===== config.mk =====
export PLATFORM = sky130hd
export DESIGN_NAME = icache
export DESIGN_NICKNAME = d
export VERILOG_FILES = /design/src/rtl/mem_pkg.sv /design/src/rtl/icache.sv
export VERILOG_INCLUDE_DIRS = /design/src /design/src/rtl
export SDC_FILE = /design/constraint.sdc
export NUM_CORES = 1
export LEC_CHECK = 0
export BUFFER_PORTS_ARGS = -buffer_cell sky130_fd_sc_hd__buf_2
export CORE_UTILIZATION = 40
export CTS_BUF_LIST = sky130_fd_sc_hd__clkbuf_8
export DETAILED_ROUTE_END_ITERATION = 7
export GPL_TIMING_DRIVEN = 1
export PLACE_DENSITY = 0.61
export SYNTH_ARGS = -nofsm -noshare
export SYNTH_HDL_FRONTEND = slang
export SYNTH_SLANG_ARGS = --single-unit
export TNS_END_PERCENT = 30

===== constraint.sdc =====
create_clock -name clk -period 12.5 [get_ports clk]
set_input_delay 1.25 -clock clk [delete_from_list [all_inputs] [get_ports clk]]
set_output_delay 1.25 -clock clk [all_outputs]
set_load 0.01 [all_outputs]

===== src/rtl/mem_defines.svh =====
`ifndef MEM_DEFINES_SVH
`define MEM_DEFINES_SVH

`default_nettype none

// Byte address width of the shared main memory
`define MEM_ADDR_W 12

// Total number of bytes held by the main memory
`define MEM_BYTES (1 << `MEM_ADDR_W)

// One cache line is moved per memory access
`define LINE_W 128
`define LINE_BYTES (`LINE_W / 8)

// Processor word width
`define WORD_W 32

// Lines per cache, both caches are the same size
`define CACHE_LINES 4

// Field widths of the two address views
`define OFFSET_W 4
`define WORD_SEL_W 2
`define INDEX_W 2
`define TAG_W (`MEM_ADDR_W - `INDEX_W - `OFFSET_W)
`define LINE_NUM_W (`MEM_ADDR_W - `OFFSET_W)

`default_nettype wire

`endif

===== src/rtl/mem_pkg.sv =====
`include "mem_defines.svh"
`default_nettype none

package mem_pkg;

  typedef logic [`LINE_W-1:0] line_t;
  typedef logic [`WORD_W-1:0] word_t;
  typedef logic [`TAG_W-1:0] tag_t;
  typedef logic [`INDEX_W-1:0] index_t;

  // Memory side of an address: a line number and the byte inside the line
  typedef struct packed {
    logic [`LINE_NUM_W-1:0] line;
    logic [`OFFSET_W-1:0]   offset;
  } addr_line_view_t;

  // Cache side of the same address
  typedef struct packed {
    tag_t                 tag;
    index_t               index;
    logic [`OFFSET_W-1:0] offset;
  } addr_cache_view_t;

  typedef union packed {
    addr_line_view_t  line_view;
    addr_cache_view_t cache_view;
  } mem_addr_t;

  // The upper offset bits pick one word out of the line
  function automatic word_t select_word(line_t line, mem_addr_t addr);
    return line[addr.cache_view.offset[`OFFSET_W-1 -: `WORD_SEL_W] * `WORD_W +: `WORD_W];
  endfunction

  // Returns the line with the addressed word replaced
  function automatic line_t merge_word(line_t line, mem_addr_t addr, word_t word);
    line_t merged;
    merged = line;
    merged[addr.cache_view.offset[`OFFSET_W-1 -: `WORD_SEL_W] * `WORD_W +: `WORD_W] = word;
    return merged;
  endfunction

endpackage

`default_nettype wire


===== src/rtl/icache.sv =====
`timescale 1ns/1ps
`include "mem_defines.svh"
`default_nettype none

module icache (
  input  logic               clk,
  input  logic               rst,
  input  logic               fetch_req,
  input  mem_pkg::mem_addr_t fetch_addr,
  input  logic               flush,
  output logic               fetch_valid,
  output mem_pkg::word_t     fetch_word,
  output logic               mem_req,
  output mem_pkg::mem_addr_t mem_addr,
  input  mem_pkg::line_t     mem_rline,
  input  logic               mem_ready
);

  typedef enum logic {
    st_idle,
    st_miss
  } state_t;

  state_t state_q;

  mem_pkg::line_t          line_q [`CACHE_LINES];
  mem_pkg::tag_t           tag_q  [`CACHE_LINES];
  logic [`CACHE_LINES-1:0] valid_q;

  // Fetch address captured when the request is taken
  mem_pkg::mem_addr_t req_addr_q;

  mem_pkg::index_t fetch_index;
  mem_pkg::index_t req_index;
  logic            hit;
  logic            accept;
  logic            fill;

  assign fetch_index = fetch_addr.cache_view.index;
  assign req_index   = req_addr_q.cache_view.index;
  assign hit = valid_q[fetch_index] && (tag_q[fetch_index] == fetch_addr.cache_view.tag);

  // While fetch_valid is high the requester still shows the old request
  assign accept = (state_q == st_idle) && fetch_req && !fetch_valid;
  assign fill   = (state_q == st_miss) && mem_ready;

  always_ff @(posedge clk)
  begin
    if (rst)
    begin
      state_q     <= st_idle;
      valid_q     <= '0;
      fetch_valid <= 1'b0;
    end
    else
    begin
      fetch_valid <= 1'b0;
      if (accept)
      begin
        if (hit)
        begin
          fetch_valid <= 1'b1;
        end
        else
        begin
          state_q <= st_miss;
        end
      end
      if (fill)
      begin
        valid_q[req_index] <= 1'b1;
        fetch_valid        <= 1'b1;
        state_q            <= st_idle;
      end
      // Flush comes last so it beats a fill in the same cycle
      if (flush)
      begin
        valid_q <= '0;
      end
    end
  end

  // Line storage and returned word
  always_ff @(posedge clk)
  begin
    if (accept)
    begin
      req_addr_q <= fetch_addr;
      if (hit)
      begin
        fetch_word <= mem_pkg::select_word(line_q[fetch_index], fetch_addr);
      end
    end
    if (fill)
    begin
      line_q[req_index] <= mem_rline;
      tag_q[req_index]  <= req_addr_q.cache_view.tag;
      fetch_word        <= mem_pkg::select_word(mem_rline, req_addr_q);
    end
  end

  // Refill request, held until the arbiter returns the ready pulse
  assign mem_req = (state_q == st_miss);

  always_comb
  begin
    mem_addr = req_addr_q;
    mem_addr.cache_view.offset = '0;
  end

endmodule

`default_nettype wire


* Word level (Yosys, flattened, before mapping)
Memory sizes are Yosys's and may differ from the RTL's.
Cells that the tools add are included.
** Word-level totals
- Logic and storage cells :: 40
- RAM bits :: 536
- Register bits after elaboration :: 50
- Input bits :: 145
- Output and inout bits :: 46
- Memories :: 2
** Memories
- line_q :: depth 4, width 128, read ports 1, clocked after Yosys merged registers in 0, write ports 1, line icache.sv:26 : mem_pkg::line_t line_q [`CACHE_LINES];
- tag_q :: depth 4, width 6, read ports 1, clocked after Yosys merged registers in 0, write ports 1, line icache.sv:27 : mem_pkg::tag_t tag_q [`CACHE_LINES];
** Operators by class
- Reduce and logical (&&, ||, !) cells :: 12
- Shift operators :: 2
- Equality and inequality tests :: 1
- $lt $le $gt $ge :: 3
- Muxes and demuxes :: 12
- Bitwise gates (word level) :: 3
** Operators with widths (count)
- indexed part select 128 x 8 -> 32 bit :: 2
- two-way mux 32 bit :: 3
- two-way mux 1 bit :: 7
- equality test 6 bit :: 1
- < comparator 2 x 3 -> 1 bit (second input constant) :: 2
- logical AND 1 bit :: 5
- bitwise OR 4 bit :: 1
- AND reduction 2 bit :: 2
- nonzero test 2 bit :: 2
- OR reduction 2 bit :: 2
- binary-select mux 1 bit (select 2 bit) :: 1
- demux 1 bit (select 2 bit) :: 1
- >= comparator 2 x 1 -> 1 bit (second input constant) :: 1
- NOT 1 bit :: 2
- logical NOT 1 bit :: 1

* Logic depth before layout (Yosys ltp)
- Depth after elaboration :: 6
- Depth in mapped cells :: 7
- Gate-level depth less buffers :: 5

* Least setup slack after synthesis
OpenSTA, ideal clock, no wires.
- Path kind :: input-to-reg
- Start point :: in mem_ready
- End point :: mem line_q[1][0] (netlist bit) (enable)
- Required time :: 11678 ps
- Arrival :: 11352 ps
- Cell stages on the path :: 3
- Setup time :: 822 ps
- Buffers on the path :: 1
- Path slack :: 327 ps
- Path through :: nand2_1 clkbuf_1 nor3b_1
** Between the ends
- Cells in the longest elaborated chain, start to end :: 3
** RTL lines
- from (decl) :: line icache.sv:16 : input logic mem_ready
- logical AND 1 bit :: line icache.sv:45 : assign fill = (state_q == st_miss) && mem_ready;
- two-way mux 1 bit :: line icache.sv:94 : if (fill)
- two-way mux 1 bit (implied by the code) :: line icache.sv:96 : line_q[req_index] <= mem_rline;
- to (decl) :: line icache.sv:26
Every way passes these cells.

* Worst setup path in the final report
- Start point :: in fetch_addr[5] (netlist bit)
- End point :: reg fetch_word[3] (enable)
** Between the ends
- Cells in the longest elaborated chain, start to end :: 5
- Elaborated cells on any way between the ends :: 7
- Classes of those cells :: 1 x eq/ne; 2 x mux; 3 x reduce/logical; 1 x memory
** RTL lines
- from (decl) :: line icache.sv:9 : input mem_pkg::mem_addr_t fetch_addr,
- memory (4 x 6 bit) / binary-select mux 1 bit (select 2 bit) (equally long branches)
- equality test 6 bit / two-way mux 1 bit (equally long branches) :: line icache.sv:41 : assign hit = valid_q[fetch_index] && (tag_q[fetch_index] == fetch_addr.cache_view.tag);
- logical AND 1 bit * :: line icache.sv:41
- nonzero test 2 bit (no line) *
- AND reduction 2 bit (no line) *
- to (signal assigned) :: line icache.sv:91 : fetch_word <= mem_pkg::select_word(line_q[fetch_index], fetch_addr);
- to (signal assigned) :: line icache.sv:98 : fetch_word <= mem_pkg::select_word(mem_rline, req_addr_q);
- to (decl) :: line icache.sv:12 : output mem_pkg::word_t fetch_word,
Every way passes the cells marked *; elsewhere a longest branch is shown, timed or not. The select of a mux whose other input is x is not followed.
A chain may end at the register's enable or synchronous reset.

==> metrics.md <==
| Metric | Value |
|---|---|
| Via count of the first global-routing pass | `around 12000` |
| Number of buffers created by CTS | `96` |
| Cell with the most instances after synthesis | `sky130_fd_sc_hd__edfxtp_1` |
| Die width | `~240 um` |
| Worst path arrival time | `between 4 and 5 ns` |
| Via density per instance | `roughly 5.4` |
| Port buffer count | `between 150 and 200` |
| Category of the critical setup timing path | `input pin to flop` |
| Total setup violations reported at the end of the flow | `0` |
| Highest achievable clock rate | `0.218 GHz` |
| Cell family contributing the most delay on the critical path | `buffers and inverters` |
| Top post-synthesis cells by area | `sky130_fd_sc_hd__edfxtp_1, sky130_fd_sc_hd__mux4_2, sky130_fd_sc_hd__mux2_2, sky130_fd_sc_hd__a211oi_1, sky130_fd_sc_hd__nor2b_1` |
| Critical path endpoint category | `flop` |
| EDFF count, synth | `slightly below 600` |
| Total of warnings raised by yosys | `0` |
| Global-route wire length before repair | `~76000 um` |
| Detailed router's first-iteration violation count | `796` |
| Synth cell count leaders | `sky130_fd_sc_hd__edfxtp_1, sky130_fd_sc_hd__mux4_2, sky130_fd_sc_hd__nor2_1, sky130_fd_sc_hd__nor2b_1, sky130_fd_sc_hd__o22ai_1` |
| First-pass iteration count of the detailed router | `5` |
| Switching power total | `between 800 and 900 uW` |
| Worst VDD drop | `roughly 0.00007 V` |
| Critical Path Fanout Max | `50` |
| Synthesis-to-finish area growth | `14.6%` |
| Share of the synthesized area in the top cell type | `75.4%` |
| Number of setup buffers added after CTS | `0` |
| TritonCTS clock tree | `yes` |
| Number of max-cap violations | `0` |
| Overall global routing resource usage | `17.5%` |
| DRC Markers | `0` |
| Number of nets still failing antenna checks after routing | `0` |
| Power Internal | `between 3000 and 4000 uW` |
| Sw frac | `22.5%` |
| Min-delay worst type | `flop to flop` |
| Initial antenna violation count | `11` |
| Hold Buf Count CTS | `0` |
| Cell at the slowest stage of the critical path | `sky130_fd_sc_hd__o21ai_4` |
| Count of cell types in the netlist | `27` |
| Number of top-level pins | `191` |
| Instance count of the mapped netlist | `1023` |
| Die outline height | `242 um` |
| Post-layout util | `about 47%` |
| Maximum number of pins on one net before global-route repair | `between 100 and 150` |
| Transition at the pin with the smallest max-transition slack | `roughly 0.95 ns` |
| Initial core utilization | `40.7%` |
| Core box area | `between 50000 and 60000 sq um` |
| Post-layout min period | `roughly 4.6 ns` |
| Most area-hungry cell type in the Yosys netlist | `sky130_fd_sc_hd__edfxtp_1` |
| Buffer depth of the longest clock path | `3` |
| Largest stage delay on the critical path | `around 0.81 ns` |
| Clock sink count | `584` |
| Root Buffer | `sky130_fd_sc_hd__clkbuf_8` |
| Seq cells post-synth | `584` |
| Static power due to leakage | `0.00859 uW` |
| Detailed placer's ending HPWL | `between 20000 and 30000 um` |
| Routability congestion estimate from global placement | `0.691` |
| Cell breakdown of the critical path | `buf_6 > buf_4 > mux2i_1 > xnor2_1 > nor4_1 > mux2i_1 > o21ai_4 > buf_4` |
| Worst endpoint required time | `roughly 13 ns` |
| Sum of routed wire length over all layers | `49900 um` |
| Final Hold Vio Count | `0` |
| Total gr overflow | `0` |
| Setup clock skew after layout | `0.0267 ns` |
| Final Max Tran Viols | `0` |
| Fraction of final layout cells sized beyond drive strength 1 | `roughly two fifths` |
| Synthesized area divided by synthesized cell count | `approximately 22 sq um` |
| Row Count | `between 80 and 90` |
| Proportion of synthesized flip-flops having asynchronous set or reset | `0%` |
| Number of buffers and inverters on the critical path | `3` |
| Power density over the cells | `~150 nW/um^2` |
| Sequential power share | `a little under three fifths` |
| Netlist Area Pre-Place | `roughly 23000 sq um` |
| Status | `finished, final reports clean` |
| Die Footprint | `a little under 60000 sq um` |
| Share of the yosys chip area belonging to registers | `approximately 76%` |
| Clock latency at the later pin of the worst-skew pair | `just under 0.7 ns` |
| Via count | `approximately 11000` |
| Htree depth | `3` |
| Count of instances resized after the clock tree is built | `0` |
| Wirelength per Cell | `between 20 and 25 um` |
| Portion of total power attributed to combinational logic | `about 6.3%` |
| Synth Flop Type | `sky130_fd_sc_hd__edfxtp_1` |
| NumNets Final | `between 1000 and 1500` |
| Final worst-path cycle share | `a little over a third` |
| Startpoint types | `input pin` |
| Unrepaired setup endpoints after global routing | `false` |
| Total negative slack for setup checks | `0 ns` |
| Clock edge transition at the registers on the reported setup and hold paths | `about 0.05 ns` |
| Max-slew headroom | `roughly 37%` |
| Part of the total power dissipated in the clock network | `between 30% and 40%` |
sequential cells by signal, summed over array words and instances (netlist names):
signal / count
line_q: 512
fetch_word: 32
tag_q: 24
req_addr_q: 10
valid_q: 4
fetch_valid: 1
mem_req: 1
final timing paths:
kind / to / slack, ns / start / cells past startpoint
max: fetch_word[3]$_DFFE_PP_ / 7.92 / fetch_addr[5] / 8
min: valid_q[2]$_SDFFE_PP0P_ / 0.46 / valid_q[2]$_SDFFE_PP0P_ / 1
max reg2reg: line_q[1][55]$_DFFE_PP_ / 9.49 / mem_req$_SDFFE_PP0P_ / 3
min reg2reg: valid_q[2]$_SDFFE_PP0P_ / 0.46 / valid_q[2]$_SDFFE_PP0P_ / 1
final cells by class:
type / instances / area, sq um
Fill cell: 4816 / 30200
Clock buffer: 99 / 1360
Timing Repair Buffer: 201 / 1100
Clock inverter: 67 / 294
Tap cell: 756 / 946
Antenna cell: 3 / 7.51
Sequential cell: 584 / 17500
Multi-Input combinational cell: 371 / 5180
cells in the final DEF, fill, tap and decap left out:
cell type and n:
sky130_fd_sc_hd__and4_4 1, sky130_fd_sc_hd__clkinv_2 10, sky130_fd_sc_hd__nor2b_1 33, sky130_fd_sc_hd__clkinv_1 24, sky130_fd_sc_hd__conb_1 4, sky130_fd_sc_hd__buf_6 1, sky130_fd_sc_hd__xnor2_1 10, sky130_fd_sc_hd__mux2_2 32
sky130_fd_sc_hd__buf_4 15, sky130_fd_sc_hd__inv_1 28, sky130_fd_sc_hd__nand2b_2 1, sky130_fd_sc_hd__nand4b_1 1, sky130_fd_sc_hd__buf_2 181, sky130_fd_sc_hd__mux2i_1 9, sky130_fd_sc_hd__o22ai_1 33, sky130_fd_sc_hd__a211oi_1 32
sky130_fd_sc_hd__and2_1 1, sky130_fd_sc_hd__nand3_1 1, sky130_fd_sc_hd__nand2_1 1, sky130_fd_sc_hd__inv_8 2, sky130_fd_sc_hd__mux4_2 163, sky130_fd_sc_hd__dfxtp_1 6, sky130_fd_sc_hd__nor3b_2 3, sky130_fd_sc_hd__clkinv_4 1
sky130_fd_sc_hd__o21a_1 4, sky130_fd_sc_hd__nor4_1 2, sky130_fd_sc_hd__o31a_1 1, sky130_fd_sc_hd__nand2_2 1, sky130_fd_sc_hd__diode_2 3, sky130_fd_sc_hd__nor2_1 35, sky130_fd_sc_hd__buf_12 3, sky130_fd_sc_hd__inv_6 2
sky130_fd_sc_hd__nand2_4 1, sky130_fd_sc_hd__o21ai_4 1, sky130_fd_sc_hd__buf_8 1, sky130_fd_sc_hd__nor3_2 1, sky130_fd_sc_hd__edfxtp_1 578, sky130_fd_sc_hd__clkbuf_8 99
power by group through the flow:
stage | combinational (uW) | clock, uW | sequential, uW
3_3_place_gp | 250 | 0 | 2240
2_1_floorplan | 152 | 0 | 2250
5_1_grt | 270 | 1590 | 2200
3_5_place_dp | 253 | 0 | 2240
6_report | 246 | 1460 | 2200
4_1_cts | 254 | 1520 | 2200
stage by stage:
stage	power, uW	cells	cell area (sq um)	hold WS (ns)	worst slack [ns]
finish	3910	2081	26400	0.459	7.92
global placement	2490	1912	24700	0.442	7.17
global route	4070	2080	26400	0.480	7.70
floorplan	2400	1026	23000	0.435	0.327
CTS	3970	2078	26400	0.464	7.88
detailed placement	2490	1912	24700	0.454	7.13
logic make-up (layout without fill, tap and decap cells):
family                    after synthesis  count (layout)  synth area share, %
buffers and inverters                  71             367                 1.77
xor gates and xnor gates               10              10                0.381
and+or+nand+nor                        82              82                 1.84
DFF                                   584             584                 75.9
other                                   1               7               0.0163
muxes                                 204             204                 17.9
AOI/OAI and AO/OA                      71              71                 2.13
routing by layer:
metal / vias up / GRT usage (%) / share of wire (%)
met4: 12 / 5.79 / 1.7
met2: 338 / 27.7 / 48
li1: 4816 / - / -
met3: 75 / 4.21 / 6.0
met1: 5957 / 23.8 / 44
met5: - / 0 / 0.14
Power figures use the tool's default switching activity.
