File: src/rtl/mem_defines.svh
`ifndef MEM_DEFINES_SVH
`define MEM_DEFINES_SVH

`default_nettype none

// Byte address width of the shared main memory
`define MEM_ADDR_W 12

// Total number of bytes held by the main memory
`define MEM_BYTES (1 << `MEM_ADDR_W)

// One cache line is moved per memory access
`define LINE_W 128
`define LINE_BYTES (`LINE_W / 8)

// Processor word width
`define WORD_W 32

// Lines per cache, both caches are the same size
`define CACHE_LINES 4

// Field widths of the two address views
`define OFFSET_W 4
`define WORD_SEL_W 2
`define INDEX_W 2
`define TAG_W (`MEM_ADDR_W - `INDEX_W - `OFFSET_W)
`define LINE_NUM_W (`MEM_ADDR_W - `OFFSET_W)

`default_nettype wire

`endif
File: src/rtl/mem_pkg.sv
`include "mem_defines.svh"
`default_nettype none

package mem_pkg;

  typedef logic [`LINE_W-1:0] line_t;
  typedef logic [`WORD_W-1:0] word_t;
  typedef logic [`TAG_W-1:0] tag_t;
  typedef logic [`INDEX_W-1:0] index_t;

  // Memory side of an address: a line number and the byte inside the line
  typedef struct packed {
    logic [`LINE_NUM_W-1:0] line;
    logic [`OFFSET_W-1:0]   offset;
  } addr_line_view_t;

  // Cache side of the same address
  typedef struct packed {
    tag_t                 tag;
    index_t               index;
    logic [`OFFSET_W-1:0] offset;
  } addr_cache_view_t;

  typedef union packed {
    addr_line_view_t  line_view;
    addr_cache_view_t cache_view;
  } mem_addr_t;

  // The upper offset bits pick one word out of the line
  function automatic word_t select_word(line_t line, mem_addr_t addr);
    return line[addr.cache_view.offset[`OFFSET_W-1 -: `WORD_SEL_W] * `WORD_W +: `WORD_W];
  endfunction

  // Returns the line with the addressed word replaced
  function automatic line_t merge_word(line_t line, mem_addr_t addr, word_t word);
    line_t merged;
    merged = line;
    merged[addr.cache_view.offset[`OFFSET_W-1 -: `WORD_SEL_W] * `WORD_W +: `WORD_W] = word;
    return merged;
  endfunction

endpackage

`default_nettype wire

File: src/rtl/dcache.sv
`timescale 1ns/1ps
`include "mem_defines.svh"
`default_nettype none

module dcache (
  input  logic               clk,
  input  logic               rst,
  input  logic               data_req,
  input  logic               data_we,
  input  mem_pkg::mem_addr_t data_addr,
  input  mem_pkg::word_t     data_wdata,
  output logic               data_valid,
  output mem_pkg::word_t     data_rdata,
  output logic               mem_req,
  output logic               mem_we,
  output mem_pkg::mem_addr_t mem_addr,
  output mem_pkg::line_t     mem_wline,
  input  mem_pkg::line_t     mem_rline,
  input  logic               mem_ready
);

  typedef enum logic [2:0] {
    st_idle,
    st_lookup,
    st_refill,
    st_write,
    st_respond
  } state_t;

  state_t state_q;

  mem_pkg::line_t          line_q [`CACHE_LINES];
  mem_pkg::tag_t           tag_q  [`CACHE_LINES];
  logic [`CACHE_LINES-1:0] valid_q;

  // Request captured at accept time
  mem_pkg::mem_addr_t req_addr_q;
  logic               req_we_q;
  mem_pkg::word_t     req_wdata_q;

  // Merged line that goes out on the write-through
  mem_pkg::line_t wline_q;

  mem_pkg::index_t in_index;
  mem_pkg::index_t req_index;
  logic            in_hit;
  logic            req_hit;
  logic            accept;
  logic            fast_hit;
  logic            refill_done;

  assign in_index  = data_addr.cache_view.index;
  assign req_index = req_addr_q.cache_view.index;
  assign in_hit  = valid_q[in_index] && (tag_q[in_index] == data_addr.cache_view.tag);
  assign req_hit = valid_q[req_index] && (tag_q[req_index] == req_addr_q.cache_view.tag);

  // The cycle in which data_valid is high is skipped as in the icache
  assign accept      = (state_q == st_idle) && data_req && !data_valid;
  // Load hits answer straight from idle
  assign fast_hit    = accept && !data_we && in_hit;
  assign refill_done = (state_q == st_refill) && mem_ready;

  always_ff @(posedge clk)
  begin
    if (rst)
    begin
      state_q    <= st_idle;
      valid_q    <= '0;
      data_valid <= 1'b0;
    end
    else
    begin
      data_valid <= 1'b0;
      case (state_q)
        st_idle:
        begin
          if (fast_hit)
          begin
            data_valid <= 1'b1;
          end
          else if (accept)
          begin
            state_q <= st_lookup;
          end
        end
        st_lookup:
        begin
          // Only a store can hit here because load hits already answered from idle
          // Stores that hit skip the refill and go straight to memory
          if (!req_hit)
          begin
            state_q <= st_refill;
          end
          else
          begin
            state_q <= st_write;
          end
        end
        st_refill:
        begin
          if (mem_ready)
          begin
            valid_q[req_index] <= 1'b1;
            state_q <= req_we_q ? st_write : st_respond;
          end
        end
        st_write:
        begin
          if (mem_ready)
          begin
            state_q <= st_respond;
          end
        end
        default:
        begin
          data_valid <= 1'b1;
          state_q    <= st_idle;
        end
      endcase
    end
  end

  always_ff @(posedge clk)
  begin
    if (accept)
    begin
      req_addr_q  <= data_addr;
      req_we_q    <= data_we;
      req_wdata_q <= data_wdata;
      if (fast_hit)
      begin
        data_rdata <= mem_pkg::select_word(line_q[in_index], data_addr);
      end
    end
    if ((state_q == st_lookup) && req_hit)
    begin
      line_q[req_index] <= mem_pkg::merge_word(line_q[req_index], req_addr_q, req_wdata_q);
      wline_q <= mem_pkg::merge_word(line_q[req_index], req_addr_q, req_wdata_q);
    end
    if (refill_done)
    begin
      tag_q[req_index] <= req_addr_q.cache_view.tag;
      if (req_we_q)
      begin
        // On write-allocate the store word lands in the freshly read line
        line_q[req_index] <= mem_pkg::merge_word(mem_rline, req_addr_q, req_wdata_q);
        wline_q <= mem_pkg::merge_word(mem_rline, req_addr_q, req_wdata_q);
      end
      else
      begin
        line_q[req_index] <= mem_rline;
        data_rdata        <= mem_pkg::select_word(mem_rline, req_addr_q);
      end
    end
  end

  // Refill reads and write-through writes share one request line
  assign mem_req   = (state_q == st_refill) || (state_q == st_write);
  assign mem_we    = (state_q == st_write);
  assign mem_wline = wline_q;

  always_comb
  begin
    mem_addr = req_addr_q;
    mem_addr.cache_view.offset = '0;
  end

endmodule

`default_nettype wire

File: config.mk
export PLATFORM = sky130hd
export DESIGN_NAME = dcache
export DESIGN_NICKNAME = d
export VERILOG_FILES = /design/src/rtl/mem_pkg.sv /design/src/rtl/dcache.sv
export VERILOG_INCLUDE_DIRS = /design/src /design/src/rtl
export SDC_FILE = /design/constraint.sdc
export NUM_CORES = 2
export LEC_CHECK = 0
export BUFFER_PORTS_ARGS = -buffer_cell sky130_fd_sc_hd__buf_2
export CELL_PAD_IN_SITES_DETAIL_PLACEMENT = 0
export CELL_PAD_IN_SITES_GLOBAL_PLACEMENT = 1
export CORE_ASPECT_RATIO = 0.9
export CORE_MARGIN = 10
export CORE_UTILIZATION = 25
export CTS_CLUSTER_DIAMETER = 40
export DETAILED_ROUTE_END_ITERATION = 10
export PLACE_DENSITY_LB_ADDON = 0.1
export SLEW_MARGIN = 20
export SYNTH_ARGS = -nofsm -noshare
export SYNTH_HDL_FRONTEND = slang
export SYNTH_SLANG_ARGS = --single-unit
File: constraint.sdc
create_clock -name clk -period 19.3 [get_ports clk]
set_input_delay 5.79 -clock clk [delete_from_list [all_inputs] [get_ports clk]]
set_output_delay 5.79 -clock clk [all_outputs]
set_load 0.02 [all_outputs]
After elaboration in Yosys (flattened, before gate mapping)
Memories as Yosys holds them, arrays and structs flattened. A register that Yosys moved wholly into a read port is not among the register bits.
Index checks and enable logic that the tools add are counted.

operators by class
  mux-type cells = 38
  $lt $le $gt $ge = 3
  add/subtract/negate cells = 1
  eq/ne operators = 9
  bitwise logic cells = 3
  shifts and indexed selects = 4
  reductions and logical operators = 16

operator list
  kind                                                                                 count
  128-bit 2-to-1 mux                                                                   5
  128-bit bitwise mux                                                                  2
  128-bit by 8-bit variable part select with 32-bit output                             2
  32-bit 2-to-1 mux                                                                    4
  32-bit by 34-bit variable shift with 128-bit output, first input constant            1
  32-bit by 34-bit variable part select with 128-bit output                            1
  7-bit negator with 34-bit output                                                     1
  1-bit 2-to-1 mux                                                                     15
  3-bit 2-to-1 mux                                                                     5
  6-bit == test                                                                        2
  3-bit one-hot mux with 4 select lines                                                1
  1-bit logical AND                                                                    9
  3-bit by 2-bit == test with 1-bit output, second input constant                      2
  2-bit by 3-bit < comparator with 1-bit output, second input constant                 2
  2-bit != test, second input constant                                                 3
  1-bit binary-select mux with 2-bit select                                            2
  2-bit 2-to-1 mux                                                                     2
  4-bit OR                                                                             1
  4-bit AND reduction                                                                  1
  3-bit by 1-bit == test with 1-bit output, second input constant                      1
  3-bit logical NOT                                                                    1
  3-bit OR reduction                                                                   1
  1-bit demux with 2-bit select                                                        1
  2-bit by 1-bit greater-or-equal comparator with 1-bit output, second input constant  1
  6 further kinds                                                                      8

storage, ports and cells
  word-level logic and storage cells = 84
  output and inout port bits = 175
  flip-flop bits (word level) = 213
  RAM bits = 536
  memories kept = 2

memory list
  memory  words  width  read ports  clocked after memory_dff  write ports  line          RTL
  line_q  4      128    2           1                         1            dcache.sv:32  mem_pkg::line_t line_q [`CACHE_LINES];
  tag_q   4      6      2           1                         1            dcache.sv:33  mem_pkg::tag_t tag_q [`CACHE_LINES];

Logic depth before layout (Yosys ltp)
  word-level depth = 9
  gate-level depth with buffers = 11
  mapped depth without buffers = 7

Worst setup path before layout
OpenSTA, ideal clock, no wires.

  kind = input to register
  from = input mem_ready
  to = memory line_q[2][0] in the netlist's numbering, enable pin
  buffers on the path = 1
  path slack = 6,288 ps
  arrival = 12,354 ps
  cell stages on the path = 3
  library setup time = 658 ps
  required time = 18,642 ps
  cells stage by stage = nand3b_1 clkbuf_1 a21oi_1

on the way
  word-level cells in the longest chain between the ends = 5
  elaborated cells between the ends (all ways) = 7
  classes of those cells = 4 x mux; 2 x bitwise; 1 x reduce/logical

ends and longest elaborated chain
  element                                 line           RTL
  from (decl)                             dcache.sv:19   input logic mem_ready
  1-bit logical AND *                     dcache.sv:61   assign refill_done = (state_q == st_refill) && mem_ready;
  1-bit 2-to-1 mux                        dcache.sv:140  if (refill_done)
  1-bit 2-to-1 mux (not written as such)  dcache.sv:146  line_q[req_index] <= mem_pkg::merge_word(mem_rline, req_addr_q, req_wdata_q);
  1-bit OR (no line)                      -
  1-bit OR (no line) *                    -
  to (decl)                               dcache.sv:32

Every way passes the cells marked *; elsewhere a longest branch is shown, timed or not.

Worst setup path after layout
  from = input data_addr[4] in the netlist's numbering
  to = register data_rdata[6]

on the way
  word-level cells in the longest chain between the ends = 8
  elaborated cells between the ends (all ways) = 12
  classes of those cells = 1 x eq/ne; 1 x shift; 6 x mux; 2 x reduce/logical; 2 x memory

ends and longest elaborated chain
  element                                                                          line           RTL
  from (decl)                                                                      dcache.sv:10   input mem_pkg::mem_addr_t data_addr,
  parallel branches: the longest is 4 deep, another holds memory read 4 x 128 bit  -
  32-bit 2-to-1 mux *                                                              dcache.sv:130  if (fast_hit)
  32-bit 2-to-1 mux *                                                              dcache.sv:125  if (accept)
  32-bit 2-to-1 mux                                                                dcache.sv:143  if (req_we_q)
  32-bit 2-to-1 mux *                                                              dcache.sv:140
  to (signal assigned)                                                             dcache.sv:132  data_rdata <= mem_pkg::select_word(line_q[in_index], data_addr);
  to (signal assigned)                                                             dcache.sv:152  data_rdata <= mem_pkg::select_word(mem_rline, req_addr_q);
  to (decl)                                                                        dcache.sv:13   output mem_pkg::word_t data_rdata,

Mark *: on every way between the ends. The select of a mux whose other input is x is not followed.
A chain may end at the register's enable or synchronous reset.

==> results_dict.tcl <==
set metrics [dict create \
    status "finished, final reports clean" \
    min_path_cells 2 \
    drtIter0Drc 2129 \
    synth_commonest_cells "edfxtp_1, mux4_2, o211ai_1, clkbuf_1, a22oi_1" \
    postSynth.asyncResetShare 0 \
    vias 27700 \
    ant_nets 0 \
    die_area_sq_um 166000 \
    syn_area_per_cell_sq_um 14.8 \
    place.gp.congestion 0.716 \
    seqPwrFrac 0.340 \
    cp_common_cell "buf_4" \
    period_minus_slack_ps 8980 \
    wl_mm 167 \
    synth_top_cell_area_share 0.462 \
    start_util 0.253 \
    grt_usage 0.195 \
    cts.sinks 749 \
    fillCellCount 14800 \
    maxCapViolations 0 \
    min_to "data_rdata[27]" \
    leakage_nw 15.2 \
    final_nets 2964 \
    syn_area_sq_um 37600 \
    ys_types 50 \
    cts_buffer_depth 3 \
    route.met2.wl_mm 81.5 \
    cts-resized-gates 0 \
    numCtsBuffers 157 \
    synth-edff-count 579 \
    p_comb_frac 0.234 \
    synth_area_leaders "edfxtp_1, mux4_2, dfxtp_1" \
    area_growth_pct 24.5 \
    cts.hold.buffers_added 0 \
    hold_violations 0 \
    drc_errors 0 \
    swShare 0.328 \
    rrSetupSlack_ps 14210 \
    grt_max_degree 143 \
    antenna_found_initial 14 \
    worst_pin_slew_ps 1200 \
    clkPwrFrac 0.426 \
    fin_hold_ws_ps 493 \
    grt_pass1_wl_mm 236 \
    critPathKind "in2reg" \
    cts_setup_buffers 0 \
    tns_ps 0 \
    slowest_delay_ps 810 \
    drive_above_1_share 0.355 \
    seq_area_frac_synth 0.553 \
    routed.top_layer "met5" \
    gr-total-overflow 0 \
    ys.flop_type "edfxtp_1" \
    p_per_area_nw_per_um2 144 \
    io_buffers 345 \
    hpwl_mm 97.6 \
    clkLatencyLatePin_ps 790 \
    ir_drop_mv 0.0802 \
    p_switching_mw 2.22 \
    fp.dieH_um 388 \
    setup-violations-final 0 \
    viasPerCell 5.67 \
    wl_met3_mm 9.08 \
    drv_slew 0 \
    cp_max_fo 65 \
    yosys_warnings 0 \
    hold_path.class "reg2reg" \
    crit_chain "buf_8, mux4_2, xnor2_1, and4_2, buf_4, buf_4, a21o_4, o211ai_1" \
    hold_start "data_rdata[27]" \
    die_x_um 429 \
    r2r_end "line_q[0][123]" \
    synth.most_common_cell "edfxtp_1" \
    row_count 134 \
    slowest_stage "a21o_4" \
    io_pins 352 \
    worst_ep_arrival_time_ps 9590 \
    reg2regPathDepth 7 \
    max_freq_mhz 111 \
    fin_skew_ps 37.0 \
    p_int_mw 4.54 \
    drt-met1-wl_mm 70.6 \
    post-route-period-util 0.465 \
    total_power_mw 6.76 \
    synth_area_leader_cell "edfxtp_1" \
    clockRootBuffer "clkbuf_16" \
    core_region_area_sq_um 149000 \
    required_ps 19910 \
    synthCells 2548 \
    wire_per_inst_um 34.2 \
    max-slew-margin-rel 0.203 \
    end_kind "flip-flop" \
    grt_pass1_vias 29600 \
    htreeDepth 4 \
    start_kind "input port" \
    ys_ff_latch 749 \
    rsz0062_at_grt "false" \
    clk_pin_slew_worst_paths_ps 40 \
    drt_first_pass_iters 5 \
    cts_tree "built" \
]
## per-layer routing
metal,GRT usage,vias to the layer above
li1,-,11500
met1,0.249,14900
met2,0.324,1005
met3,0.0390,299
met4,0.0778,4
met5,0,-
## power groups by stage
stage	Combinational, mW	Sequential [mW]	Clock, mW
after global routing	1.70	2.33	3.02
after detailed placement	1.60	2.34	0
final	1.58	2.30	2.88
after global placement	1.59	2.34	0
after CTS	1.61	2.32	2.94
after floorplan	0.779	2.43	0
## area by class of cell
cell class,count,area (sq um),area share
Inverter,42,160,0.00342
Antenna cell,6,15.0,0.000321
Clock buffer,184,4090,0.0873
Clock inverter,111,1550,0.0332
Multi-Input combinational cell,1423,15500,0.330
Timing Repair Buffer,409,2290,0.0490
Sequential cell,749,20800,0.444
Tap cell,1972,2470,0.0527
## worst max-delay path by stage
| stage | startpoint | to | slack [ps] | cells after the start |
|---|---|---|---|---|
| after floorplan | mem_ready | line_q[2][0] | 6290 | 3 |
| after global placement | data_addr[4] | data_rdata[11] | 9480 | 8 |
| after detailed placement | data_addr[4] | data_rdata[6] | 9490 | 8 |
| after CTS | data_addr[4] | data_rdata[6] | 10310 | 8 |
| after global routing | data_addr[4] | data_rdata[6] | 10200 | 8 |
| final | data_addr[4] | data_rdata[6] | 10320 | 8 |
## cell usage in the layout (no fill, tap or decap), drive strengths merged, types with 4 or more instances in the layout
cell / n
clkinvlp: 18
buf: 409
o21ai: 128
edfxtp: 579
a32oi: 124
nand2: 49
xnor2: 9
o211ai: 281
nand2b: 5
o221ai: 4
ha: 5
a22oi: 249
nor4bb: 4
dfxtp: 170
conb: 4
a21oi: 14
diode: 6
or4: 124
inv: 50
clkinv: 56
mux4: 334
nand3: 33
clkbuf: 184
and4: 5
bufinv: 29
nor2: 17
## stage by stage
stage | util | area [sq um] | cells | setup slack (ps)
after global routing | 0.315 | 46800 | 4896 | 10200
after detailed placement | 0.276 | 41100 | 4594 | 9490
after CTS | 0.314 | 46800 | 4889 | 10310
after global placement | 0.276 | 41100 | 4594 | 9480
after floorplan | - | 37600 | 2551 | 6290
final | 0.315 | 46800 | 4896 | 10320
## cell families (layout without fill, tap and decap cells)
kind of cell | after synthesis | count (layout) | share of synthesized area
xor gates and xnor gates | 12 | 12 | 0.00339
other | 1 | 10 | 0.0000997
buffers and inverters | 379 | 746 | 0.0416
and+or+nand+nor | 253 | 253 | 0.0424
muxes | 339 | 339 | 0.201
DFF | 749 | 749 | 0.553
adders and majority gates | 5 | 5 | 0.00166
AOI/OAI and AO/OA | 810 | 810 | 0.157
## state kept, by name, indices dropped and copies added, names as in the netlist, named ones only
| name | flops |
|---|---|
| req_wdata_q | 32 |
| valid_q | 4 |
| req_addr_q | 10 |
| line_q | 512 |
| req_we_q | 1 |
| mem_wline | 128 |
| data_rdata | 32 |
| tag_q | 24 |
| data_valid | 1 |
| state_q | 3 |
## worst max-delay path: cells and delay by family
kind	cells	cell delay, ps
buf+inv	3	1650
simple gates	1	240
mux	1	610
xor+xnor	1	210
compound gates	2	990
(Power assumes the default switching activity.)
