File: src/rtl/mem_defines.svh
`ifndef MEM_DEFINES_SVH
`define MEM_DEFINES_SVH

`default_nettype none

// Byte address width of the shared main memory
`define MEM_ADDR_W 12

// Total number of bytes held by the main memory
`define MEM_BYTES (1 << `MEM_ADDR_W)

// One cache line is moved per memory access
`define LINE_W 128
`define LINE_BYTES (`LINE_W / 8)

// Processor word width
`define WORD_W 32

// Lines per cache, both caches are the same size
`define CACHE_LINES 4

// Field widths of the two address views
`define OFFSET_W 4
`define WORD_SEL_W 2
`define INDEX_W 2
`define TAG_W (`MEM_ADDR_W - `INDEX_W - `OFFSET_W)
`define LINE_NUM_W (`MEM_ADDR_W - `OFFSET_W)

`default_nettype wire

`endif
File: src/rtl/mem_pkg.sv
`include "mem_defines.svh"
`default_nettype none

package mem_pkg;

  typedef logic [`LINE_W-1:0] line_t;
  typedef logic [`WORD_W-1:0] word_t;
  typedef logic [`TAG_W-1:0] tag_t;
  typedef logic [`INDEX_W-1:0] index_t;

  // Memory side of an address: a line number and the byte inside the line
  typedef struct packed {
    logic [`LINE_NUM_W-1:0] line;
    logic [`OFFSET_W-1:0]   offset;
  } addr_line_view_t;

  // Cache side of the same address
  typedef struct packed {
    tag_t                 tag;
    index_t               index;
    logic [`OFFSET_W-1:0] offset;
  } addr_cache_view_t;

  typedef union packed {
    addr_line_view_t  line_view;
    addr_cache_view_t cache_view;
  } mem_addr_t;

  // The upper offset bits pick one word out of the line
  function automatic word_t select_word(line_t line, mem_addr_t addr);
    return line[addr.cache_view.offset[`OFFSET_W-1 -: `WORD_SEL_W] * `WORD_W +: `WORD_W];
  endfunction

  // Returns the line with the addressed word replaced
  function automatic line_t merge_word(line_t line, mem_addr_t addr, word_t word);
    line_t merged;
    merged = line;
    merged[addr.cache_view.offset[`OFFSET_W-1 -: `WORD_SEL_W] * `WORD_W +: `WORD_W] = word;
    return merged;
  endfunction

endpackage

`default_nettype wire

File: src/rtl/mem_arbiter.sv
`timescale 1ns/1ps
`default_nettype none

module mem_arbiter (
  input  logic               clk,
  input  logic               rst,
  // Instruction cache side, always a read
  input  logic               i_req,
  input  mem_pkg::mem_addr_t i_addr,
  output mem_pkg::line_t     i_line,
  output logic               i_ready,
  // Data cache side
  input  logic               d_req,
  input  logic               d_we,
  input  mem_pkg::mem_addr_t d_addr,
  input  mem_pkg::line_t     d_wline,
  output mem_pkg::line_t     d_line,
  output logic               d_ready,
  // Main memory side
  output logic               mem_enable,
  output logic               mem_op,
  output mem_pkg::mem_addr_t mem_address,
  output mem_pkg::line_t     mem_data_in,
  input  mem_pkg::line_t     mem_data_out,
  input  logic               mem_data_ready
);

  typedef enum logic [1:0] {
    own_none,
    own_icache,
    own_dcache
  } owner_t;

  owner_t owner_q;

  // High for the one empty cycle that follows every completed access
  logic release_q;

  always_ff @(posedge clk)
  begin
    if (rst)
    begin
      owner_q   <= own_none;
      release_q <= 1'b0;
    end
    else
    begin
      release_q <= 1'b0;
      if (owner_q == own_none)
      begin
        // Data side wins a tie, nobody is granted in the release cycle
        if (!release_q)
        begin
          if (d_req)
          begin
            owner_q <= own_dcache;
          end
          else if (i_req)
          begin
            owner_q <= own_icache;
          end
        end
      end
      else if (mem_data_ready)
      begin
        owner_q   <= own_none;
        release_q <= 1'b1;
      end
    end
  end

  // Requests from the owner go straight to the memory
  assign mem_enable  = (owner_q != own_none);
  assign mem_op      = (owner_q == own_dcache) && d_we;
  assign mem_data_in = d_wline;

  // Memory only sees whole lines, the byte offset is forced to zero
  always_comb
  begin
    mem_address = (owner_q == own_dcache) ? d_addr : i_addr;
    mem_address.line_view.offset = '0;
  end

  // Read data is shared, the ready pulse goes only to the owner
  assign i_line  = mem_data_out;
  assign d_line  = mem_data_out;
  assign i_ready = mem_data_ready && (owner_q == own_icache);
  assign d_ready = mem_data_ready && (owner_q == own_dcache);

endmodule

`default_nettype wire

File: config.mk
export PLATFORM = sky130hd
export DESIGN_NAME = mem_arbiter
export DESIGN_NICKNAME = d
export VERILOG_FILES = /design/src/rtl/mem_pkg.sv /design/src/rtl/mem_arbiter.sv
export VERILOG_INCLUDE_DIRS = /design/src /design/src/rtl
export SDC_FILE = /design/constraint.sdc
export NUM_CORES = 1
export LEC_CHECK = 0
export BUFFER_PORTS_ARGS = -buffer_cell sky130_fd_sc_hd__buf_2
export CORE_AREA = 3 3 262 264
export CTS_CLUSTER_SIZE = 10
export DETAILED_ROUTE_END_ITERATION = 10
export DIE_AREA = 0 0 265 267
export HOLD_SLACK_MARGIN = 0.03
export PLACE_DENSITY = 0.3
export SETUP_SLACK_MARGIN = 0.4
export SLEW_MARGIN = 0
export SYNTH_ARGS = -nofsm -noshare
export SYNTH_HDL_FRONTEND = slang
export SYNTH_SLANG_ARGS = --single-unit
File: constraint.sdc
create_clock -name clk -period 1.5 [get_ports clk]
set_input_delay 0.45 -clock clk [delete_from_list [all_inputs] [get_ports clk]]
set_output_delay 0.45 -clock clk [all_outputs]
set_load 0.05 [all_outputs]
# After elaboration in Yosys (flattened, before gate mapping)
# Index checks and enable logic that the tools add are counted.
# totals
out_inout_bits	400
input_bits	286
reg_bits	3
elab_cells	21
# op_classes
n_reduce_logical	8
n_eq_ne	4
mux	7
# op_table
op	n
$mux 12	1
$mux 2	5
$reduce_bool 2->1	2
$logic_and 1x1->1	3
$ne 3x3->1 const B	1
$reduce_and 3->1	1
$eq 2x1->1 const B	1
$eq 2x2->1 const B	1
$logic_not 2->1	1
$ne 2x2->1 const B	1
$reduce_or 2->1	1
$mux 1	1

# Depth between registers and ports, before layout
# Gate-level depths: netlist of the first run.
# depth
word_depth	4
mapped_depth	3
depth_no_buf	2

# Least setup slack after synthesis of the first run
# No wires, ideal clock.
# synth_path
path_type	register to output
startpoint	reg owner_q[1]
endpoint	out mem_address[10] in the netlist's numbering
required_ps	1050
path_slack_ps	-149
path_buffers	1
path_stages_with_launch	4
t_arrival_ps	1199
cell_sequence	dfxtp_1 nor2b_2 buf_2 mux2_1
# synth_rtl
item	line	rtl
from (decl)	mem_arbiter.sv:34	owner_t owner_q;
from (signal assigned)	mem_arbiter.sv:43	owner_q <= own_none;
from (signal assigned)	mem_arbiter.sv:56	owner_q <= own_dcache;
from (signal assigned)	mem_arbiter.sv:60	owner_q <= own_icache;
to (decl)	mem_arbiter.sv:22	output mem_pkg::mem_addr_t mem_address,

==> reports/metrics.cfg, run 1 <==
[final_layout]
n_fill_cell = 8007
finish.utilization = 0.0275
regArea_um2 = 62.6
layoutNonFillerInstCount = 947
nNetsFinal = 359
syn_to_final_growth_pct = -42.0
drive_gt1_frac = 0.833
multi_input_area_um2 = 254

[clock_tree]
clock_latency_ns = 0.22
cts.sinks = 3
numCtsBuffers = 3
cts_tree = yes
cts.clk_slew.worst_paths_ns = 0.03
h-tree-depth = 1
clockBufferDepth = 2
cts_root_buf = clkbuf_16

[drt]
drt-vias-per-instance = 1.06
ant_nets = 0
drtPass1Iterations = 3
drc = 0
drt_wl_total_um = 11600
drt_iter0_drc = 40
vias = 1006
wl_per_cell_um = 12.2

[run_status]
status = complete, but fails checks
violations = negative setup slack

[global_routing]
grt_max_degree = 11
grt_use_total = 0.0285
grt_overflow = 0
grt_pass1_wl_um = 12800
antenna_found_initial = 2
grt_pass1_vias = 1127

[worst_setup_path]
setup.worst_path.end_class = output port
worstPathMaxFanout = 12
required_ns = 1.05
cp.arrival_ns = 1.34
start_kind = flop
crit_type = flop to output port

[min_path]
hp-class = input port to flop

[sta]
setup_viol = 12
min_period_ns = 1.79
final_max_slew_viol_count = 0
skew_ns = 0.00144
rsz0062_at_grt = true
hold_viol_final = 0
max_freq_ghz = 0.558
fin_crit_sh = 1.20
setup_slack_ns = -0.293
whs_ns = 0.436
tns_ns = -2.93

[logic_synthesis]
synth_ff_type = dfxtp_1
yosysSeqAreaShare = 0.0189
yosys_warnings = 0
synth_common_cells = buf_4, mux2_1, dfxtp_1, and2_1, or4b_1
synth_cell_types = 16
async_reset_ff_frac = 0
ys_ff_latch = 3
yosysTopAreaCellShare = 0.919
yosys.cell_count.top_type = buf_4
synth_enable_flop_cells = 0
synth_area_per_cell_um2 = 7.66
synth_cells = 414
yosysTopAreaCell = buf_4
mappedNetlistArea_mm2 = 0.00317
netlist_top_cells_area = buf_4, mux2_1, dfxtp_1

[die]
io_pins = 686
die_h_um = 267
core_mm2 = 0.0668
placementRows = 95
die-area_mm2 = 0.0708
die_width_um = 265
initial_utilization = 0.0474

[pwr]
p_per_area_mw_per_mm2 = 478
vdd_drop_max_v = 0.000526
p_leak_nw = 0.386

[place]
dp_hpwl_um = 9660
port_buffers = 33
dp_slack_ns = -0.126
place_congestion = 0.493
placed_cells = 937

[flow_run]
drv_cap = 0

[final cells by class]
type	instances	area share
tap	873	0.594
timing repair buffer	40	0.188
multi-input combinational	25	0.138
clock buffer	4	0.0429
sequential	3	0.0340
antenna	2	0.00272
[metal layers]
metal / up-vias / track usage / share of wire
met3: 177 / 0.0347 / 0.30
met2: 394 / 0.0371 / 0.38
met1: 248 / 0.00883 / 0.11
li1: 185 / - / -
met5: - / 0 / 0.0011
met4: 2 / 0.0598 / 0.21
[kinds of logic (layout without fill, tap and decap cells)]
kind of cell	after synthesis	count (layout)	share of synthesized area
buffers and inverters	389	44	0.921
AND/OR/NAND/NOR	11	11	0.0253
multiplexers	8	8	0.0284
flip-flops	3	3	0.0190
AO/OA/AOI/OAI	2	2	0.00552
other	1	6	0.00118
[worst max-delay path, cell delays in order, from the launching register on]
cell     delay [ns]
dfxtp_2        0.32
nor2b_4        0.15
buf_12         0.15
mux2_4         0.31
buf_6          0.16
[sequential cells by signal, summed over array words and instances (netlist names)]
| name | flops |
|---|---|
| release_q | 1 |
| owner_q | 2 |
[where the power goes]
part	leakage, nW	internal (mW)	total, mW	switching [mW]
clock	0.0382	0.351	0.424	0.0730
sequential	0.0254	0.0868	0.0907	0.00383
combinational	0.323	0.165	0.364	0.199
[metrics by stage]
stage                     instance area (µm²)  power, mW
final                                    1840      0.879
after global routing                     1830      0.918
after CTS                                1790      0.874
after detailed placement                 1630      0.393
after global placement                   1630      0.393
after floorplan                          3230       3.06
[layout by cell type, fill, tap and decap left out]
| cell type | n |
|---|---|
| a21oi_1 | 1 |
| nor2_4 | 1 |
| or4b_4 | 1 |
| o31ai_2 | 1 |
| conb_1 | 4 |
| mux2_4 | 8 |
| or4b_1 | 1 |
| or2_4 | 1 |
| buf_2 | 21 |
| or3b_1 | 1 |
| dfxtp_1 | 1 |
| clkbuf_16 | 3 |
| buf_8 | 2 |
| buf_6 | 12 |
| and2_2 | 2 |
| nor2b_4 | 1 |
| buf_4 | 2 |
| buf_12 | 3 |
| or2b_1 | 1 |
| clkbuf_1 | 1 |
| dfxtp_2 | 2 |
| and3b_1 | 1 |
| diode_2 | 2 |
| nand2_1 | 1 |
[worst paths after layout]
kind / slack, ns / startpoint / cells after the start / endpoint
setup / recovery: -0.29 / owner_q[1]$_SDFFE_PP0P_ / 4 / mem_address[11]
hold / removal: 0.44 / rst / 2 / owner_q[1]$_SDFFE_PP0P_
setup reg to reg: 0.01 / owner_q[1]$_SDFFE_PP0P_ / 6 / owner_q[0]$_SDFFE_PP0P_
hold reg to reg: 0.51 / release_q$_SDFF_PP0_ / 2 / owner_q[1]$_SDFFE_PP0P_
[timing repair]
action | CTS | global route
pin swaps | 5 | 3
resized for setup | 24 | 6
setup endpoints to repair | 14 | 14
hold buffers | 0 | 0
buffers inserted | 1 | 3
No activity file was read; power rests on OpenSTA's default activity.
==> run 2: changes to the inputs <==
--- a/config.mk
+++ b/config.mk
@@ -12,7 +12,7 @@
 export DETAILED_ROUTE_END_ITERATION = 10
 export DIE_AREA = 0 0 265 267
 export HOLD_SLACK_MARGIN = 0.03
-export PLACE_DENSITY = 0.3
+export PLACE_DENSITY = 0.32
 export SETUP_SLACK_MARGIN = 0.4
 export SLEW_MARGIN = 0
 export SYNTH_ARGS = -nofsm -noshare
==> run 2 against run 1 <==
  * The run still ends with negative setup slack left
  * Critical path depth unchanged
  * Count of clock-buffer cells in the layout unchanged
  * Global-route usage down 0.051 points
  * Core utilization about the same
  * Worst hold slack better by 0.016 ns
  * Clock power about the same
  * Power about the same
  * Sequential power about the same
  * Worst setup slack better by 0.0038 ns
  * Final area down 0.61%
  * Wire length down 3.1%
  * Non-clock buffer count down 2
  * Critical path type unchanged
  * Largest power group unchanged
==> reports/metrics.cfg, run 2 (same netlist as run 1, synthesis figures left out) <==
[die]
initial_utilization = 0.0474
placementRows = 95
die_h_um = 267
die_width_um = 265
die-area_mm2 = 0.0708
io_pins = 686
core_mm2 = 0.0668

[clock_tree]
h-tree-depth = 1
numCtsBuffers = 3
cts.sinks = 3
cts_tree = yes
cts.clk_slew.worst_paths_ns = 0.03
cts_root_buf = clkbuf_16
clock_latency_ns = 0.22
clockBufferDepth = 2
cts_hold_buf = 0

[flow_run]
drv_cap = 0

[place]
port_buffers = 33
place_congestion = 0.500
placed_area_mm2 = 0.00161

[worst_setup_path]
start_kind = flop
cp.arrival_ns = 1.34
required_ns = 1.05
worstPathMaxFanout = 9
rrSetupSlack_ns = 0.17
setup.worst_path.end_class = output port
crit_type = flop to output port

[drt]
drt_wl_total_um = 11200
vias = 985
drtPass1Iterations = 3
drt_iter0_drc = 24
ant_nets = 0
drt-vias-per-instance = 1.04
wl_per_cell_um = 11.9
drc = 0

[min_path]
hp-class = input port to flop

[global_routing]
grt_pass1_vias = 1179
grt_max_degree = 10
grt_use_total = 0.0280
grt_pass1_wl_um = 12800
antenna_found_initial = 0
grt_overflow = 0

[sta]
whs_ns = 0.452
final_max_slew_viol_count = 0
fin_crit_sh = 1.19
setup_viol = 11
skew_ns = 0.00252
min_period_ns = 1.79
hold_viol_final = 0
rsz0062_at_grt = true
setup_slack_ns = -0.289
max_freq_ghz = 0.559

[run_status]
violations = negative setup slack
status = complete, but fails checks

[pwr]
power_switching_mw = 0.278
power_frac_comb = 0.413
p_leak_nw = 0.379
clockPowerShare = 0.484
intPower_mw = 0.600
vdd_drop_max_v = 0.000641
seqPwrFrac = 0.103
p_per_area_mw_per_mm2 = 481
swShare = 0.317

[final_layout]
diodes = 0
top_regs = owner_q (2), release_q (1)
largest-register = owner_q
drive_gt1_frac = 0.857
final_area_mm2 = 0.00183
nNetsFinal = 357
layout_commonest_cell = buf_2
syn_to_final_growth_pct = -42.4
largest_reg_flops = 2
mostFrequentLayoutCells = buf_2, buf_6, mux2_4, conb_1, buf_8

==> run 2: what timing repair did <==
item                       CTS  global route
cloned                       0             0
setup buffers                1             1
pin swaps                    5             1
resized for setup           32             4
setup endpoints to repair   14            14
==> run 2: worst paths after layout <==
path,start,end,depth (start not counted)
worst max-delay path,owner_q[1]$_SDFFE_PP0P_,mem_address[11],4
worst min-delay path,rst,owner_q[1]$_SDFFE_PP0P_,2
worst max register to register,owner_q[1]$_SDFFE_PP0P_,owner_q[0]$_SDFFE_PP0P_,4
worst min register to register,release_q$_SDFF_PP0_,owner_q[1]$_SDFFE_PP0P_,2
==> run 2: per-stage QoR <==
stage | std cells | utilization | total power, mW | worst slack [ns] | setup TNS [ns]
global placement | 937 | 0.0241 | 0.385 | -0.110 | -0.865
finish | 943 | 0.0273 | 0.878 | -0.289 | -2.58
detailed placement | 937 | 0.0241 | 0.386 | -0.118 | -0.918
global route | 943 | 0.0273 | 0.914 | -0.336 | -3.10
CTS | 942 | 0.0270 | 0.877 | -0.306 | -2.72
floorplan | 417 | - | 3.06 | 0.0443 | 0
==> run 2: area by class of cell <==
type	instances	area, µm²
Fill cell	8003	65000
Tap cell	873	1090
Timing Repair Buffer	38	322
Multi-Input combinational cell	25	272
Clock buffer	4	78.8
Sequential cell	3	62.6
==> run 2: worst max-delay path, stage by stage, from the launching register on <==
cell and delay (ns):
dfxtp_2 0.31, nor2b_4 0.16, buf_12 0.15, mux2_4 0.32, buf_8 0.15
==> run 2: routing by layer <==
metal	global-route usage	routed length, µm
met5	0	0
met4	0.0739	3130
met3	0.0301	3190
met2	0.0350	3920
met1	0.00660	960
==> run 2: power groups by stage <==
stage          clock, mW  combinational, mW  sequential [mW]
2_1_floorplan          0               2.97           0.0931
3_3_place_gp           0              0.295           0.0906
3_5_place_dp           0              0.295           0.0908
4_1_cts            0.429              0.357           0.0906
5_1_grt            0.439              0.383           0.0915
6_report           0.425              0.362           0.0907
==> run 3: changes to the inputs <==
--- a/config.mk
+++ b/config.mk
@@ -7,10 +7,10 @@
 export NUM_CORES = 1
 export LEC_CHECK = 0
 export BUFFER_PORTS_ARGS = -buffer_cell sky130_fd_sc_hd__buf_2
-export CORE_AREA = 3 3 262 264
+export CORE_AREA = 2 2 269 271
 export CTS_CLUSTER_SIZE = 10
 export DETAILED_ROUTE_END_ITERATION = 10
-export DIE_AREA = 0 0 265 267
+export DIE_AREA = 0 0 271 273
 export HOLD_SLACK_MARGIN = 0.03
 export PLACE_DENSITY = 0.32
 export SETUP_SLACK_MARGIN = 0.4
==> constraint.sdc (replaced) <==
create_clock -name clk -period 1.95 [get_ports clk]
set_input_delay 0.585 -clock clk [delete_from_list [all_inputs] [get_ports clk]]
set_output_delay 0.585 -clock clk [all_outputs]
set_load 0.05 [all_outputs]
==> run 3 against run 2 <==
  * The flow still finishes with violations (negative setup slack)
  * Worst setup slack gained 0.29 ns
  * Register-to-register slack better by 0.53 ns
  * Global-route usage up 0.94 points
  * Die area up 4.6%
  * Sequential share of layout area fell by 0.18 points
  * Worst hold slack improved by 0.066 ns
  * Clock skew is 0.0018 ns lower
  * Largest power group unchanged
  * Final area rose by 5.5%
  * Via count is 0.71% lower
  * Cell count increased by 8.3%
  * Critical path depth unchanged
  * Wire length is 35% higher
  * Highest routed layer is now met5
==> reports/metrics.cfg, run 3 (same netlist as run 1, synthesis figures left out) <==
[clock_tree]
cts_hold_buf = 0
cts.clk_slew.worst_paths_ns = 0.03
clockBufferDepth = 2
cts_root_buf = clkbuf_16
clock_latency_ns = 0.22
numCtsBuffers = 3
cts.sinks = 3
h-tree-depth = 1
cts_tree = yes

[run_status]
status = complete, but fails checks
violations = negative setup slack

[global_routing]
grt_max_degree = 11
grt_use_total = 0.0374
antenna_found_initial = 2
grt_pass1_vias = 1146
grt_pass1_wl_um = 16900
grt_overflow = 0

[place]
port_buffers = 33
place_congestion = 0.559
placed_area_mm2 = 0.00172
dp_hpwl_um = 13300
placed_cells = 1014

[final_layout]
top_regs = owner_q (2), release_q (1)
layoutNonFillerInstCount = 1021
nNetsFinal = 356
mostFrequentLayoutCells = buf_2, buf_6, mux2_4, conb_1, buf_12
syn_to_final_growth_pct = -39.2
finish.utilization = 0.0271
drive_gt1_frac = 0.826
largest-register = owner_q
layout_commonest_cell = buf_2
n_fill_cell = 8476
largest_reg_flops = 2
final_area_mm2 = 0.00193

[sta]
setup_viol = 4
fin_crit_sh = 1.00
min_period_ns = 1.95
whs_ns = 0.517
skew_ns = 0.000708
rsz0062_at_grt = true
final_max_slew_viol_count = 0
setup_slack_ns = -0.00300
max_freq_ghz = 0.512
hold_viol_final = 0

[pwr]
finalPower_mw = 0.675
p_per_area_mw_per_mm2 = 350
p_leak_nw = 0.382
vdd_drop_max_v = 0.000425

[die]
die_h_um = 273
core_mm2 = 0.0710
placementRows = 98
die_width_um = 271
die-area_mm2 = 0.0740
initial_utilization = 0.0446
io_pins = 686

[drt]
wl_met2_um = 5300
drt-met1-wl_um = 2170
vias = 978
drt_wl_total_um = 15100
drtPass1Iterations = 3
drt-vias-per-instance = 0.958
ant_nets = 0
route.met3.wl_um = 4830
drt_iter0_drc = 41
highest_layer = met5
wl_per_cell_um = 14.8
drc = 0

[worst_setup_path]
start_kind = flop
cp.arrival_ns = 1.37
crit_type = flop to output port
setup.worst_path.end_class = output port
worstPathMaxFanout = 12
required_ns = 1.36

[min_path]
hp-class = flop to flop

[flow_run]
drv_cap = 0

[run 3: through the flow]
| step | setup WS (ns) | TNS, ns |
|---|---|---|
| 2_1_floorplan | 0.310 | 0 |
| 6_report | -0.00300 | -0.00566 |
| 3_3_place_gp | 0.102 | 0 |
| 3_5_place_dp | 0.0813 | 0 |
| 5_1_grt | -0.0428 | -0.292 |
| 4_1_cts | -0.0242 | -0.136 |
[run 3: repair_timing]
| action | CTS | global route |
|---|---|---|
| setup buffers | 1 | 0 |
| setup endpoints to repair | 12 | 12 |
| gates resized for setup | 31 | 5 |
| pin swaps | 2 | 2 |
[run 3: final cells by class]
class / count / area, µm² / area share
tap: 950 / 1190 / 0.617
timing repair buffer: 37 / 334 / 0.173
multi-input combinational: 25 / 258 / 0.134
clock buffer: 4 / 78.8 / 0.0409
sequential: 3 / 62.6 / 0.0325
antenna: 2 / 5.00 / 0.00260
[run 3: final timing paths]
path	startpoint	endpoint	slack, ns	depth (start not counted)
setup / recovery	owner_q[1]$_SDFFE_PP0P_	mem_address[5]	-0.003	4
hold reg to reg	release_q$_SDFF_PP0_	owner_q[1]$_SDFFE_PP0P_	0.52	2
hold / removal	release_q$_SDFF_PP0_	owner_q[1]$_SDFFE_PP0P_	0.52	2
setup reg to reg	owner_q[1]$_SDFFE_PP0P_	owner_q[0]$_SDFFE_PP0P_	0.70	3
[run 3: layer usage]
layer	GRT usage	vias up
li1	-	178
met1	0.0157	264
met2	0.0462	360
met3	0.0507	174
met4	0.0643	2
met5	0	-
[run 3: where the power goes]
part | internal [mW] | switching (mW) | total, mW
clock network | 0.270 | 0.0543 | 0.324
logic | 0.121 | 0.160 | 0.281
registers | 0.0668 | 0.00323 | 0.0701
[run 3: worst max-delay path: stages, from the launching register on]
cell	delay, ns
dfxtp_2	0.32
nor2b_4	0.16
buf_12	0.16
mux2_4	0.33
buf_6	0.15
